**config.mk**
```make
export PLATFORM = sky130hd
export DESIGN_NAME = decoder_mips
export DESIGN_NICKNAME = d
export VERILOG_FILES = /design/src/source/decoder_pkg.sv /design/src/source/cond_evaluator.sv /design/src/source/decoder_mips.sv /design/src/source/id_ex_control.sv /design/src/source/instr_decoder.sv
export VERILOG_INCLUDE_DIRS = /design/src /design/src/source
export SDC_FILE = /design/constraint.sdc
export NUM_CORES = 1
export LEC_CHECK = 0
export BUFFER_PORTS_ARGS = -buffer_cell sky130_fd_sc_hd__buf_2
export CORE_MARGIN = 1
export CORE_UTILIZATION = 35
export CTS_CLUSTER_SIZE = 14
export DETAILED_ROUTE_END_ITERATION = 10
export PLACE_DENSITY = 0.68
export SETUP_SLACK_MARGIN = 0.4
export SYNTH_ARGS = -nofsm -noshare
export SYNTH_HDL_FRONTEND = slang
export SYNTH_SLANG_ARGS = --single-unit
```
**constraint.sdc**
```tcl
create_clock -name clk -period 5.18 [get_ports clk]
set_clock_uncertainty 0.05 [all_clocks]
set_input_delay 1.036 -clock clk [delete_from_list [all_inputs] [get_ports clk]]
set_output_delay 1.036 -clock clk [all_outputs]
set_load 0.01 [all_outputs]
```
**src/source/decoder_defs.svh**
```systemverilog
// ----------------------------------------------------------------------
// Field and bus widths for the MIPS instruction decoder
// Include wherever a port or register width depends on them
// ----------------------------------------------------------------------
`ifndef DECODER_DEFS_SVH
`define DECODER_DEFS_SVH

// Instruction fields
`define DEC_OPCODE_W 6
`define DEC_FUNCT_W 6
`define DEC_RT_W 5

// ALU operation code, matches the ALU
`define DEC_ALU_OP_W 4

// Datapath word and control word
`define DEC_DATA_W 32
`define DEC_CTRL_W 8

`endif

```
**src/source/decoder_pkg.sv**
```systemverilog
// ----------------------------------------------------------------------
// Shared types of the MIPS instruction decoder
// Major opcodes, ALU operations, branch conditions and set sources
// ----------------------------------------------------------------------
`include "decoder_defs.svh"

package decoder_pkg;

	// Major opcodes that the decoder keeps
	typedef enum logic [`DEC_OPCODE_W-1:0] {
		OP_SPECIAL = 6'd0,
		OP_REGIMM  = 6'd1,
		OP_J       = 6'd2,
		OP_JAL     = 6'd3,
		OP_BEQ     = 6'd4,
		OP_BNE     = 6'd5,
		OP_BLEZ    = 6'd6,
		OP_BGTZ    = 6'd7,
		OP_ADDI    = 6'd8,
		OP_ADDIU   = 6'd9,
		OP_SLTI    = 6'd10,
		OP_SLTIU   = 6'd11,
		OP_ANDI    = 6'd12,
		OP_ORI     = 6'd13,
		OP_XORI    = 6'd14,
		OP_LW      = 6'd35,
		OP_SW      = 6'd43
	} opcode_e;

	// ALU operation codes, same encoding as the ALU
	typedef enum logic [`DEC_ALU_OP_W-1:0] {
		ALU_ADD  = 4'd0,
		ALU_SUB  = 4'd1,
		ALU_AND  = 4'd2,
		ALU_OR   = 4'd3,
		ALU_XOR  = 4'd4,
		ALU_NOR  = 4'd8,
		ALU_COMP = 4'd11
	} alu_op_e;

	// Branch condition, also the index into cond_met
	typedef enum logic [2:0] {
		COND_NONE,
		COND_ALWAYS,
		COND_EQ,
		COND_NE,
		COND_LEZ,
		COND_GTZ,
		COND_LTZ,
		COND_GEZ
	} branch_cond_e;

	// Where the set-less-than result comes from
	typedef enum logic [1:0] {
		SET_NONE,
		// Immediate compare, rsmaior flag
		SET_IMM,
		// Register compare, rsmrt flag
		SET_REG
	} set_src_e;

endpackage

```
**src/source/cond_evaluator.sv**
```systemverilog
// ----------------------------------------------------------------------
// Evaluates all branch conditions and both set-less-than results
// from the datapath flags, independent of the current instruction
// ----------------------------------------------------------------------
`timescale 1ns/1ps

module cond_evaluator (
	input  logic equalrsrt,
	input  logic rsneg,
	input  logic rsmaior,
	input  logic rsmrt,
	// One bit per branch_cond_e value
	output logic [2**$bits(decoder_pkg::branch_cond_e)-1:0] cond_met,
	output logic set_imm,
	output logic set_reg
);
	import decoder_pkg::*;

	always_comb
	begin
		// Not a branch
		cond_met[COND_NONE]   = 1'b0;
		// Jumps always taken
		cond_met[COND_ALWAYS] = 1'b1;
		// rs == rt
		cond_met[COND_EQ]     = equalrsrt;
		cond_met[COND_NE]     = ~equalrsrt;
		// rs <= 0, zero shows up as equal
		cond_met[COND_LEZ]    = equalrsrt | rsneg;
		cond_met[COND_GTZ]    = ~(equalrsrt | rsneg);
		// Sign of rs only
		cond_met[COND_LTZ]    = rsneg;
		cond_met[COND_GEZ]    = ~rsneg;
	end

	// SLTI/SLTIU, rs is less when not greater
	assign set_imm = ~rsmaior;
	// SLT/SLTU, flag already means rs < rt
	assign set_reg = rsmrt;

endmodule

```
**src/source/decoder_mips.sv**
```systemverilog
// ----------------------------------------------------------------------
// MIPS instruction decoder, top level
// Field decode and flag evaluation run side by side, results are
// registered together, outputs valid one cycle after the inputs
// ----------------------------------------------------------------------
`timescale 1ns/1ps
`include "decoder_defs.svh"

module decoder_mips (
	input  logic                     clk,
	input  logic                     rst_n,
	input  logic [`DEC_OPCODE_W-1:0] opcode,
	input  logic [`DEC_FUNCT_W-1:0]  funct,
	input  logic [`DEC_RT_W-1:0]     rt_code,
	input  logic                     equalrsrt,
	input  logic                     rsmaior,
	input  logic                     rsmrt,
	input  logic                     rsneg,
	output logic [`DEC_CTRL_W-1:0]   ctrol,
	output logic [`DEC_ALU_OP_W-1:0] outsaida,
	output logic [`DEC_DATA_W-1:0]   rt,
	output logic                     slt_mux,
	output logic                     zero_ext,
	output logic                     jr_ctrl
);
	import decoder_pkg::*;

	// Decode to register stage
	logic [`DEC_CTRL_W-1:0]       static_ctrl;
	alu_op_e                      alu_op;
	branch_cond_e                 cond_sel;
	set_src_e                     set_src;
	logic                         zero_ext_d;
	logic                         jr_d;
	// Flag evaluation to register stage
	logic [2**$bits(branch_cond_e)-1:0] cond_met;
	logic                         set_imm;
	logic                         set_reg;

	// Raw opcode bits, unlisted values fall to the no-op
	instr_decoder u_instr_decoder (
		.opcode      (opcode_e'(opcode)),
		.funct       (funct),
		.rt_code     (rt_code),
		.static_ctrl (static_ctrl),
		.alu_op      (alu_op),
		.cond_sel    (cond_sel),
		.set_src     (set_src),
		.zero_ext_d  (zero_ext_d),
		.jr_d        (jr_d)
	);

	cond_evaluator u_cond_evaluator (
		.equalrsrt (equalrsrt),
		.rsneg     (rsneg),
		.rsmaior   (rsmaior),
		.rsmrt     (rsmrt),
		.cond_met  (cond_met),
		.set_imm   (set_imm),
		.set_reg   (set_reg)
	);

	id_ex_control u_id_ex_control (
		.clk         (clk),
		.rst_n       (rst_n),
		.static_ctrl (static_ctrl),
		.alu_op      (alu_op),
		.cond_sel    (cond_sel),
		.set_src     (set_src),
		.zero_ext_d  (zero_ext_d),
		.jr_d        (jr_d),
		.cond_met    (cond_met),
		.set_imm     (set_imm),
		.set_reg     (set_reg),
		.ctrol       (ctrol),
		.outsaida    (outsaida),
		.rt          (rt),
		.slt_mux     (slt_mux),
		.zero_ext    (zero_ext),
		.jr_ctrl     (jr_ctrl)
	);

endmodule

```
**src/source/id_ex_control.sv**
```systemverilog
// ----------------------------------------------------------------------
// Decode/execute boundary register
// Merges the static decode with the evaluated flags, then registers
// every output, one cycle latency, synchronous active-low reset
// ----------------------------------------------------------------------
`timescale 1ns/1ps
`include "decoder_defs.svh"

module id_ex_control (
	input  logic                                         clk,
	input  logic                                         rst_n,
	input  logic [`DEC_CTRL_W-1:0]                       static_ctrl,
	input  decoder_pkg::alu_op_e                         alu_op,
	input  decoder_pkg::branch_cond_e                    cond_sel,
	input  decoder_pkg::set_src_e                        set_src,
	input  logic                                         zero_ext_d,
	input  logic                                         jr_d,
	input  logic [2**$bits(decoder_pkg::branch_cond_e)-1:0] cond_met,
	input  logic                                         set_imm,
	input  logic                                         set_reg,
	output logic [`DEC_CTRL_W-1:0]                       ctrol,
	output decoder_pkg::alu_op_e                         outsaida,
	output logic [`DEC_DATA_W-1:0]                       rt,
	output logic                                         slt_mux,
	output logic                                         zero_ext,
	output logic                                         jr_ctrl
);
	import decoder_pkg::*;

	// ------------------------------------------------------------------
	// Next-state values
	// ------------------------------------------------------------------
	logic                   jorf_d;
	logic [`DEC_CTRL_W-1:0] ctrol_d;
	logic                   set_bit_d;
	logic                   slt_mux_d;

	// Condition picked by the decoded branch type
	assign jorf_d  = cond_met[cond_sel];
	// Insert jorf into bit 7
	assign ctrol_d = {jorf_d, static_ctrl[`DEC_CTRL_W-2:0]};

	always_comb
	begin
		case (set_src)
			SET_IMM:  set_bit_d = set_imm;
			SET_REG:  set_bit_d = set_reg;
			default:  set_bit_d = 1'b0;
		endcase
	end

	// Decoder drives rt on every set-less-than
	assign slt_mux_d = (set_src != SET_NONE);

	// ------------------------------------------------------------------
	// Pipeline register
	// ------------------------------------------------------------------
	always_ff @(posedge clk)
	begin
		if (!rst_n)
		begin
			// Write enables and jorf inactive out of reset
			ctrol    <= '0;
			outsaida <= ALU_ADD;
			rt       <= '0;
			slt_mux  <= 1'b0;
			zero_ext <= 1'b0;
			jr_ctrl  <= 1'b0;
		end
		else
		begin
			ctrol    <= ctrol_d;
			outsaida <= alu_op;
			rt       <= {{(`DEC_DATA_W-1){1'b0}}, set_bit_d};
			slt_mux  <= slt_mux_d;
			zero_ext <= zero_ext_d;
			jr_ctrl  <= jr_d;
		end
	end

endmodule

```
**src/source/instr_decoder.sv**
```systemverilog
// ----------------------------------------------------------------------
// Static field decode of opcode, funct and rt
// Gives control bits, ALU operation, branch condition and set source
// Purely combinational, jorf is resolved later from the flags
// ----------------------------------------------------------------------
`timescale 1ns/1ps
`include "decoder_defs.svh"

module instr_decoder (
	input  decoder_pkg::opcode_e       opcode,
	input  logic [`DEC_FUNCT_W-1:0]    funct,
	input  logic [`DEC_RT_W-1:0]       rt_code,
	output logic [`DEC_CTRL_W-1:0]     static_ctrl,
	output decoder_pkg::alu_op_e       alu_op,
	output decoder_pkg::branch_cond_e  cond_sel,
	output decoder_pkg::set_src_e      set_src,
	output logic                       zero_ext_d,
	output logic                       jr_d
);
	import decoder_pkg::*;

	// SPECIAL funct values that are kept
	localparam logic [`DEC_FUNCT_W-1:0] FN_JR   = 6'd8;
	localparam logic [`DEC_FUNCT_W-1:0] FN_JALR = 6'd9;
	localparam logic [`DEC_FUNCT_W-1:0] FN_ADD  = 6'd32;
	localparam logic [`DEC_FUNCT_W-1:0] FN_ADDU = 6'd33;
	localparam logic [`DEC_FUNCT_W-1:0] FN_SUB  = 6'd34;
	localparam logic [`DEC_FUNCT_W-1:0] FN_SUBU = 6'd35;
	localparam logic [`DEC_FUNCT_W-1:0] FN_AND  = 6'd36;
	localparam logic [`DEC_FUNCT_W-1:0] FN_OR   = 6'd37;
	localparam logic [`DEC_FUNCT_W-1:0] FN_XOR  = 6'd38;
	localparam logic [`DEC_FUNCT_W-1:0] FN_NOR  = 6'd39;
	localparam logic [`DEC_FUNCT_W-1:0] FN_SLT  = 6'd42;
	localparam logic [`DEC_FUNCT_W-1:0] FN_SLTU = 6'd43;

	// Individual control bits, packed below
	logic ctrl;
	logic addorn;
	logic rori;
	logic instype;
	logic reoral;
	logic ref_w_ena;
	logic d_mem_wena;
	// Any R-type with register write-back
	logic r_alu;

	always_comb
	begin
		// No-op defaults, also for every unlisted encoding
		ctrl       = 1'b0;
		addorn     = 1'b0;
		rori       = 1'b0;
		instype    = 1'b0;
		reoral     = 1'b0;
		ref_w_ena  = 1'b0;
		d_mem_wena = 1'b0;
		r_alu      = 1'b0;
		alu_op     = ALU_ADD;
		cond_sel   = COND_NONE;
		set_src    = SET_NONE;
		zero_ext_d = 1'b0;
		jr_d       = 1'b0;

		case (opcode)
			OP_SW:
				d_mem_wena = 1'b1;
			OP_LW:
			begin
				instype   = 1'b1;
				ref_w_ena = 1'b1;
			end
			OP_ADDI, OP_ADDIU, OP_ANDI, OP_ORI, OP_XORI, OP_SLTI, OP_SLTIU:
			begin
				// Immediate group, result goes to rt
				instype   = 1'b1;
				reoral    = 1'b1;
				ref_w_ena = 1'b1;
				case (opcode)
					OP_ANDI:  alu_op = ALU_AND;
					OP_ORI:   alu_op = ALU_OR;
					OP_XORI:  alu_op = ALU_XOR;
					default:  alu_op = ALU_ADD;
				endcase
				// Logical immediates are zero extended
				zero_ext_d = (opcode == OP_ANDI) || (opcode == OP_ORI) ||
					(opcode == OP_XORI);
				if (opcode == OP_SLTI || opcode == OP_SLTIU)
					set_src = SET_IMM;
			end
			OP_BEQ, OP_BNE, OP_BLEZ, OP_BGTZ, OP_REGIMM:
			begin
				// Compare rs and rt in the ALU
				rori    = 1'b1;
				instype = 1'b1;
				reoral  = 1'b1;
				alu_op  = ALU_COMP;
				case (opcode)
					OP_BEQ:   cond_sel = COND_EQ;
					OP_BNE:   cond_sel = COND_NE;
					OP_BLEZ:  cond_sel = COND_LEZ;
					OP_BGTZ:  cond_sel = COND_GTZ;
					// REGIMM, rt 0 is BLTZ, anything else BGEZ
					default:  cond_sel = (rt_code == '0) ? COND_LTZ : COND_GEZ;
				endcase
			end
			OP_J, OP_JAL:
			begin
				ctrl     = 1'b1;
				cond_sel = COND_ALWAYS;
			end
			OP_SPECIAL:
			begin
				case (funct)
					FN_JR, FN_JALR:
					begin
						// PC from rs
						cond_sel = COND_ALWAYS;
						jr_d     = 1'b1;
					end
					FN_ADD, FN_ADDU:  r_alu = 1'b1;
					FN_SUB, FN_SUBU:
					begin
						r_alu  = 1'b1;
						alu_op = ALU_SUB;
					end
					FN_AND:
					begin
						r_alu  = 1'b1;
						alu_op = ALU_AND;
					end
					FN_OR:
					begin
						r_alu  = 1'b1;
						alu_op = ALU_OR;
					end
					FN_XOR:
					begin
						r_alu  = 1'b1;
						alu_op = ALU_XOR;
					end
					FN_NOR:
					begin
						r_alu  = 1'b1;
						alu_op = ALU_NOR;
					end
					FN_SLT, FN_SLTU:
					begin
						r_alu   = 1'b1;
						set_src = SET_REG;
					end
					// Shifts and the rest stay no-op
					default:  r_alu = 1'b0;
				endcase
				// R-type write-back to rd
				addorn    = r_alu;
				rori      = r_alu;
				reoral    = r_alu;
				ref_w_ena = r_alu;
			end
			default:
				alu_op = ALU_ADD;
		endcase
	end

	// jorf slot stays 0 here
	assign static_ctrl = {1'b0, ctrl, addorn, rori, instype, reoral, ref_w_ena, d_mem_wena};

endmodule

```
# Yosys cells after proc, flatten, opt, wreduce, memory -nomap -nowiden
# Cells that the tools add are included.
# Widths: inputs -> output; s select.
totals:
  in_bits: 23
  output_inout_bits: 47
  word_cells: 83
  register_bits: 47
classes:
  n_eq_ne: 30
  bitwise_logic: 5
  n_reduce_logical: 18
  n_lt_le_gt_ge: 1
  n_mux: 21
op_table:
  columns: ["op", "n"]
  rows:
  - ["$eq 6x6->1 const B", 12]
  - ["$eq 6x4->1 const B", 9]
  - ["$eq 6x3->1 const B", 4]
  - ["$pmux 4 s5", 1]
  - ["$pmux 3 s3", 2]
  - ["$reduce_or 13->1", 1]
  - ["$eq 6x2->1 const B", 2]
  - ["$pmux 3 s4", 1]
  - ["$pmux 4 s3", 1]
  - ["$reduce_or 12->1", 1]
  - ["$reduce_or 10->1", 1]
  - ["$mux 1", 9]
  - ["$pmux 1 s2", 4]
  - ["$reduce_or 2->1", 4]
  - ["$reduce_or 8->1", 1]
  - ["$reduce_or 7->1", 1]
  - ["$eq 6x1->1 const B", 1]
  - ["$logic_not 6->1", 1]
  - ["$logic_not 5->1", 1]
  - ["$reduce_or 5->1", 1]
  - ["$lt 3x4->1 const B", 1]
  - ["$not 1->1", 4]
  - ["$pmux 2 s2", 1]
  - ["$reduce_and 2->1", 2]
  - ["other kinds (7)", 9]

# Logic depth before layout (Yosys ltp)
logic_depth:
  depth_word: 6
  ltp_mapped: 8
  ltp_nobuf: 7

# By module
# From an unflattened synthesis, not the netlist that was laid out.
hier_totals:
  cells_unflattened: 161
  hier_area_um2: 1271.2
by_module_without_submodules:
  columns: ["module", "cells_each", "instances", "area_per_inst_um2", "seq_area_each_um2"]
  rows:
  - ["id_ex_control", 78, 1, 779.5, 320.3]
  - ["instr_decoder", 71, 1, 425.4, 0.0]
  - ["cond_evaluator", 12, 1, 66.3, 0.0]

# Worst setup path after synthesis
# Ideal clock, no wire load.
synth_path:
  path_type: "in2reg"
  from: "in opcode[5]"
  to: "reg u_id_ex_control.rt[0]"
  slack_ps: 2815
  t_arrival_ps: 2245
  setup_time_ps: 70
  t_required_ps: 5060
  cell_stages: 7
  path_cell_list: "buf_2 -> or4_4 -> nor2_1 -> nand3_1 -> ha_1 -> nand2_1 -> a21oi_1"
synth_between:
  elab_chain_len: 6
  elab_cells_between_ends: 15
synth_rtl:
  columns: ["element", "line", "source"]
  rows:
  - ["from (decl)", "decoder_mips.sv:12", "input logic [`DEC_OPCODE_W-1:0] opcode,"]
  - ["$eq 6x4->1", "instr_decoder.sv:64, instr_decoder.sv:87", null]
  - ["$logic_or 1x1->1", "instr_decoder.sv:87", "if (opcode == OP_SLTI || opcode == OP_SLTIU)"]
  - ["$mux 1", "instr_decoder.sv:87", null]
  - ["$pmux 2 s2 *", "instr_decoder.sv:64", "case (opcode)"]
  - ["$eq 2x2->1 / $eq 2x1->1 (equally long branches)", "id_ex_control.sv:45", "case (set_src)"]
  - ["$pmux 1 s2 *", "id_ex_control.sv:45", null]
  - ["to (signal assigned)", "id_ex_control.sv:74", "rt <= {{(`DEC_DATA_W-1){1'b0}}, set_bit_d};"]
  - ["to (decl)", "id_ex_control.sv:23", "output logic [`DEC_DATA_W-1:0] rt,"]
# Mark *: on every way between the ends. The rest lies on a longest branch, timed or not.
# A chain may end at the register's enable or synchronous reset.

# Worst setup path in the final report
layout_path:
  from: "in opcode[0]"
  to: "reg u_id_ex_control.rt[0]"
# The elaborated chain is that of the path after synthesis.

==> impl_metrics.env <==
export IMPL_status="finished, final reports clean"
export IMPL_ant_nets=0
export IMPL_cts_root_buf="clkbuf_4"
export IMPL_gr_total_overflow=0
export IMPL_synthTopCellsByCount="31 x buf_4, 16 x dfxtp_1, 11 x a21oi_1, 9 x nor2_1"
export IMPL_numPortBuffers=38
export IMPL_vias=996
export IMPL_cts_resized=0
export IMPL_grt_pass1_wl_um=3180
export IMPL_io_pins=70
export IMPL_num_rows=20
export IMPL_maxSlewViolCount=0
export IMPL_setup_viol=0
export IMPL_yosysMostFrequentCell="buf_4"
export IMPL_antenna_found_initial=0
export IMPL_grt_pass1_vias=757
export IMPL_synth_edf_count=0
export IMPL_place_area_mm2=0.00124
export IMPL_clockBufferDepth=2
export IMPL_ys_flop_type="dfxtp_1"
export IMPL_synth_seq_cells=16
export IMPL_yosysUniqueCellTypes=38
export IMPL_p_sw_frac=0.280
export IMPL_post_cts_buffers=0
export IMPL_ys_async_sr_fraction=0
export IMPL_coreArea_mm2=0.00305
export IMPL_crit_slowest_cell="or4b_4"
export IMPL_min_period_over_period=0.457
export IMPL_synthToLayoutAreaGrowth_pct=12.5
export IMPL_cts_clk_slew_worst_paths_ns=0.08
export IMPL_syn_inst=144
export IMPL_die_area_mm2=0.00347
export IMPL_synth_avg_cell_area_um2=7.87
export IMPL_fin_crit_ns=2.37
export IMPL_avgViaCountPerCell=4.45
export IMPL_gp_congestion=0.808
export IMPL_p_leak_nw=0.627
export IMPL_p_switching_uw=71.7
export IMPL_crit_path_start_kind="input port"
export IMPL_finalSetupTns_ns=0
export IMPL_clkPwrFrac=0.310
export IMPL_postCtsHoldBufs=0
export IMPL_yosysWarnings=0
export IMPL_die_h_um=58.9
export IMPL_drtIter0Drc=40
export IMPL_max_stage_delay_ns=0.59
export IMPL_initial_core_util=0.371
export IMPL_worst_setup_path_type="input port to flip-flop"
export IMPL_cts_buffers=3
export IMPL_fmax_mhz=423
export IMPL_path_cells="buf_2 -> or4b_4 -> nor2_1 -> nand3_1 -> ha_1 -> nand2_1 -> a21oi_1"
export IMPL_crit_family="simple AND/OR/NAND/NOR gates"
export IMPL_n_antenna_cell=0
export IMPL_track_usage=0.120
export IMPL_cts_tree="done"
export IMPL_synth_area_mm2=0.00113
export IMPL_nNetsFinal=207
export IMPL_drtPass1Iterations=4
export IMPL_hp_class="input port to flip-flop"
export IMPL_drcViolationCount=0
export IMPL_ir_drop_v=0.0000675
export IMPL_die_w_um=58.9
export IMPL_nFillCells=335
export IMPL_path_max_fanout=13
export IMPL_synth_area_leader_cell="dfxtp_1"
export IMPL_drt_wl_total_um=2200
export IMPL_hold_viol_final=0
export IMPL_grt_max_degree=17
export IMPL_h_tree_depth=1
export IMPL_drv_cap=0
export IMPL_required_ns=5.34
export IMPL_dpl_hpwl_um=1750
export IMPL_synth_seq_area_share=0.283
export IMPL_pwr_share_comb=0.201
export IMPL_rsz0062_at_grt="no"
export IMPL_synth_top_area_frac=0.283
export IMPL_routedWlPerCell_um=9.81
export IMPL_cts_sinks=16
export IMPL_p_int_uw=185
export IMPL_design_area_mm2=0.00127
export IMPL_critPathBufInv=1
export IMPL_worst_endpoint_arrival_ns=2.53
export IMPL_ys_top_cells_by_area="dfxtp_1 28%, buf_4 21%, a21oi_1 4.9%"
export IMPL_power_frac_seq=0.489
export IMPL_powerDensity_mw_per_mm2=201
export IMPL_drive_gt1_frac=0.256
export IMPL_endpoint_kind="flip-flop"
layer usage:
layer	vias to the layer above	wire length, um	global-route usage
met2	47	999	0.200
met4	0	30	0.0612
met1	444	995	0.146
met3	4	172	0.0220
met5	-	0	0
li1	501	-	-
sequential cells by signal (all words and copies together) (netlist names):
| register | count |
|---|---|
| u_id_ex_control.jr_ctrl | 1 |
| u_id_ex_control.zero_ext | 1 |
| u_id_ex_control.ctrol | 8 |
| u_id_ex_control.slt_mux | 1 |
| u_id_ex_control.outsaida | 4 |
| u_id_ex_control.rt | 1 |
placed cells by master, fill, tap and decap left out, types with 2 or more instances in the layout:
master    instances
clkbuf_4          3
nand2b_1          8
a21o_1            2
o21ai_1           2
ha_1              3
nand2_1           8
nor3_1            3
nand3_1           5
mux2i_1           2
conb_1           31
inv_1             8
nor2_1            9
nor2b_1           3
a21oi_1          11
dfxtp_1          16
buf_2            38
o21ai_0           5
nand4_1           3
per-stage QoR:
step                utilization  std cells  setup slack (ns)  hold WS, ns  power [mW]
global route              0.418        224              2.69        0.963       0.269
detailed placement        0.406        220              2.52         1.25       0.179
global placement          0.406        220              2.57         1.24       0.179
floorplan                     -        174              2.81         1.11       0.179
CTS                       0.418        224              2.81        0.955       0.257
finish                    0.418        224              2.81        0.955       0.256
power by group through the flow:
| stage | Sequential, mW | Clock [mW] | Combinational, mW |
|---|---|---|---|
| 3_5_place_dp | 0.128 | 0 | 0.0507 |
| 2_1_floorplan | 0.130 | 0 | 0.0492 |
| 6_report | 0.125 | 0.0794 | 0.0516 |
| 4_1_cts | 0.125 | 0.0809 | 0.0510 |
| 3_3_place_gp | 0.128 | 0 | 0.0505 |
| 5_1_grt | 0.126 | 0.0858 | 0.0572 |
path summary, 6_finish.rpt:
kind / startpoint / endpoint / slack (ns) / cells past startpoint
worst min-delay path: rsmrt / u_id_ex_control.rt[0] / 0.96 / 3
worst max-delay path: opcode[0] / u_id_ex_control.rt[0] / 2.81 / 7
final cells by class:
class	instances	area, um^2	share of cell area
Timing Repair Buffer	38	190	0.149
Inverter	8	30.0	0.0236
Sequential cell	16	320	0.251
Clock buffer	4	36.3	0.0285
Tap cell	44	55.1	0.0432
Multi-Input combinational cell	114	643	0.504
cells by family (layout without fill, tap and decap cells):
| logic type | after synthesis | in the layout | synth area share |
|---|---|---|---|
| AO/OA/AOI/OAI | 28 | 28 | 0.151 |
| adder cells (fa/ha/maj) | 3 | 3 | 0.0331 |
| AND/OR/NAND/NOR | 50 | 50 | 0.263 |
| other | 1 | 31 | 0.00331 |
| multiplexers | 2 | 2 | 0.0177 |
| flip-flops | 16 | 16 | 0.283 |
| buffers and inverters | 44 | 50 | 0.249 |
(Power assumes the default switching activity.)
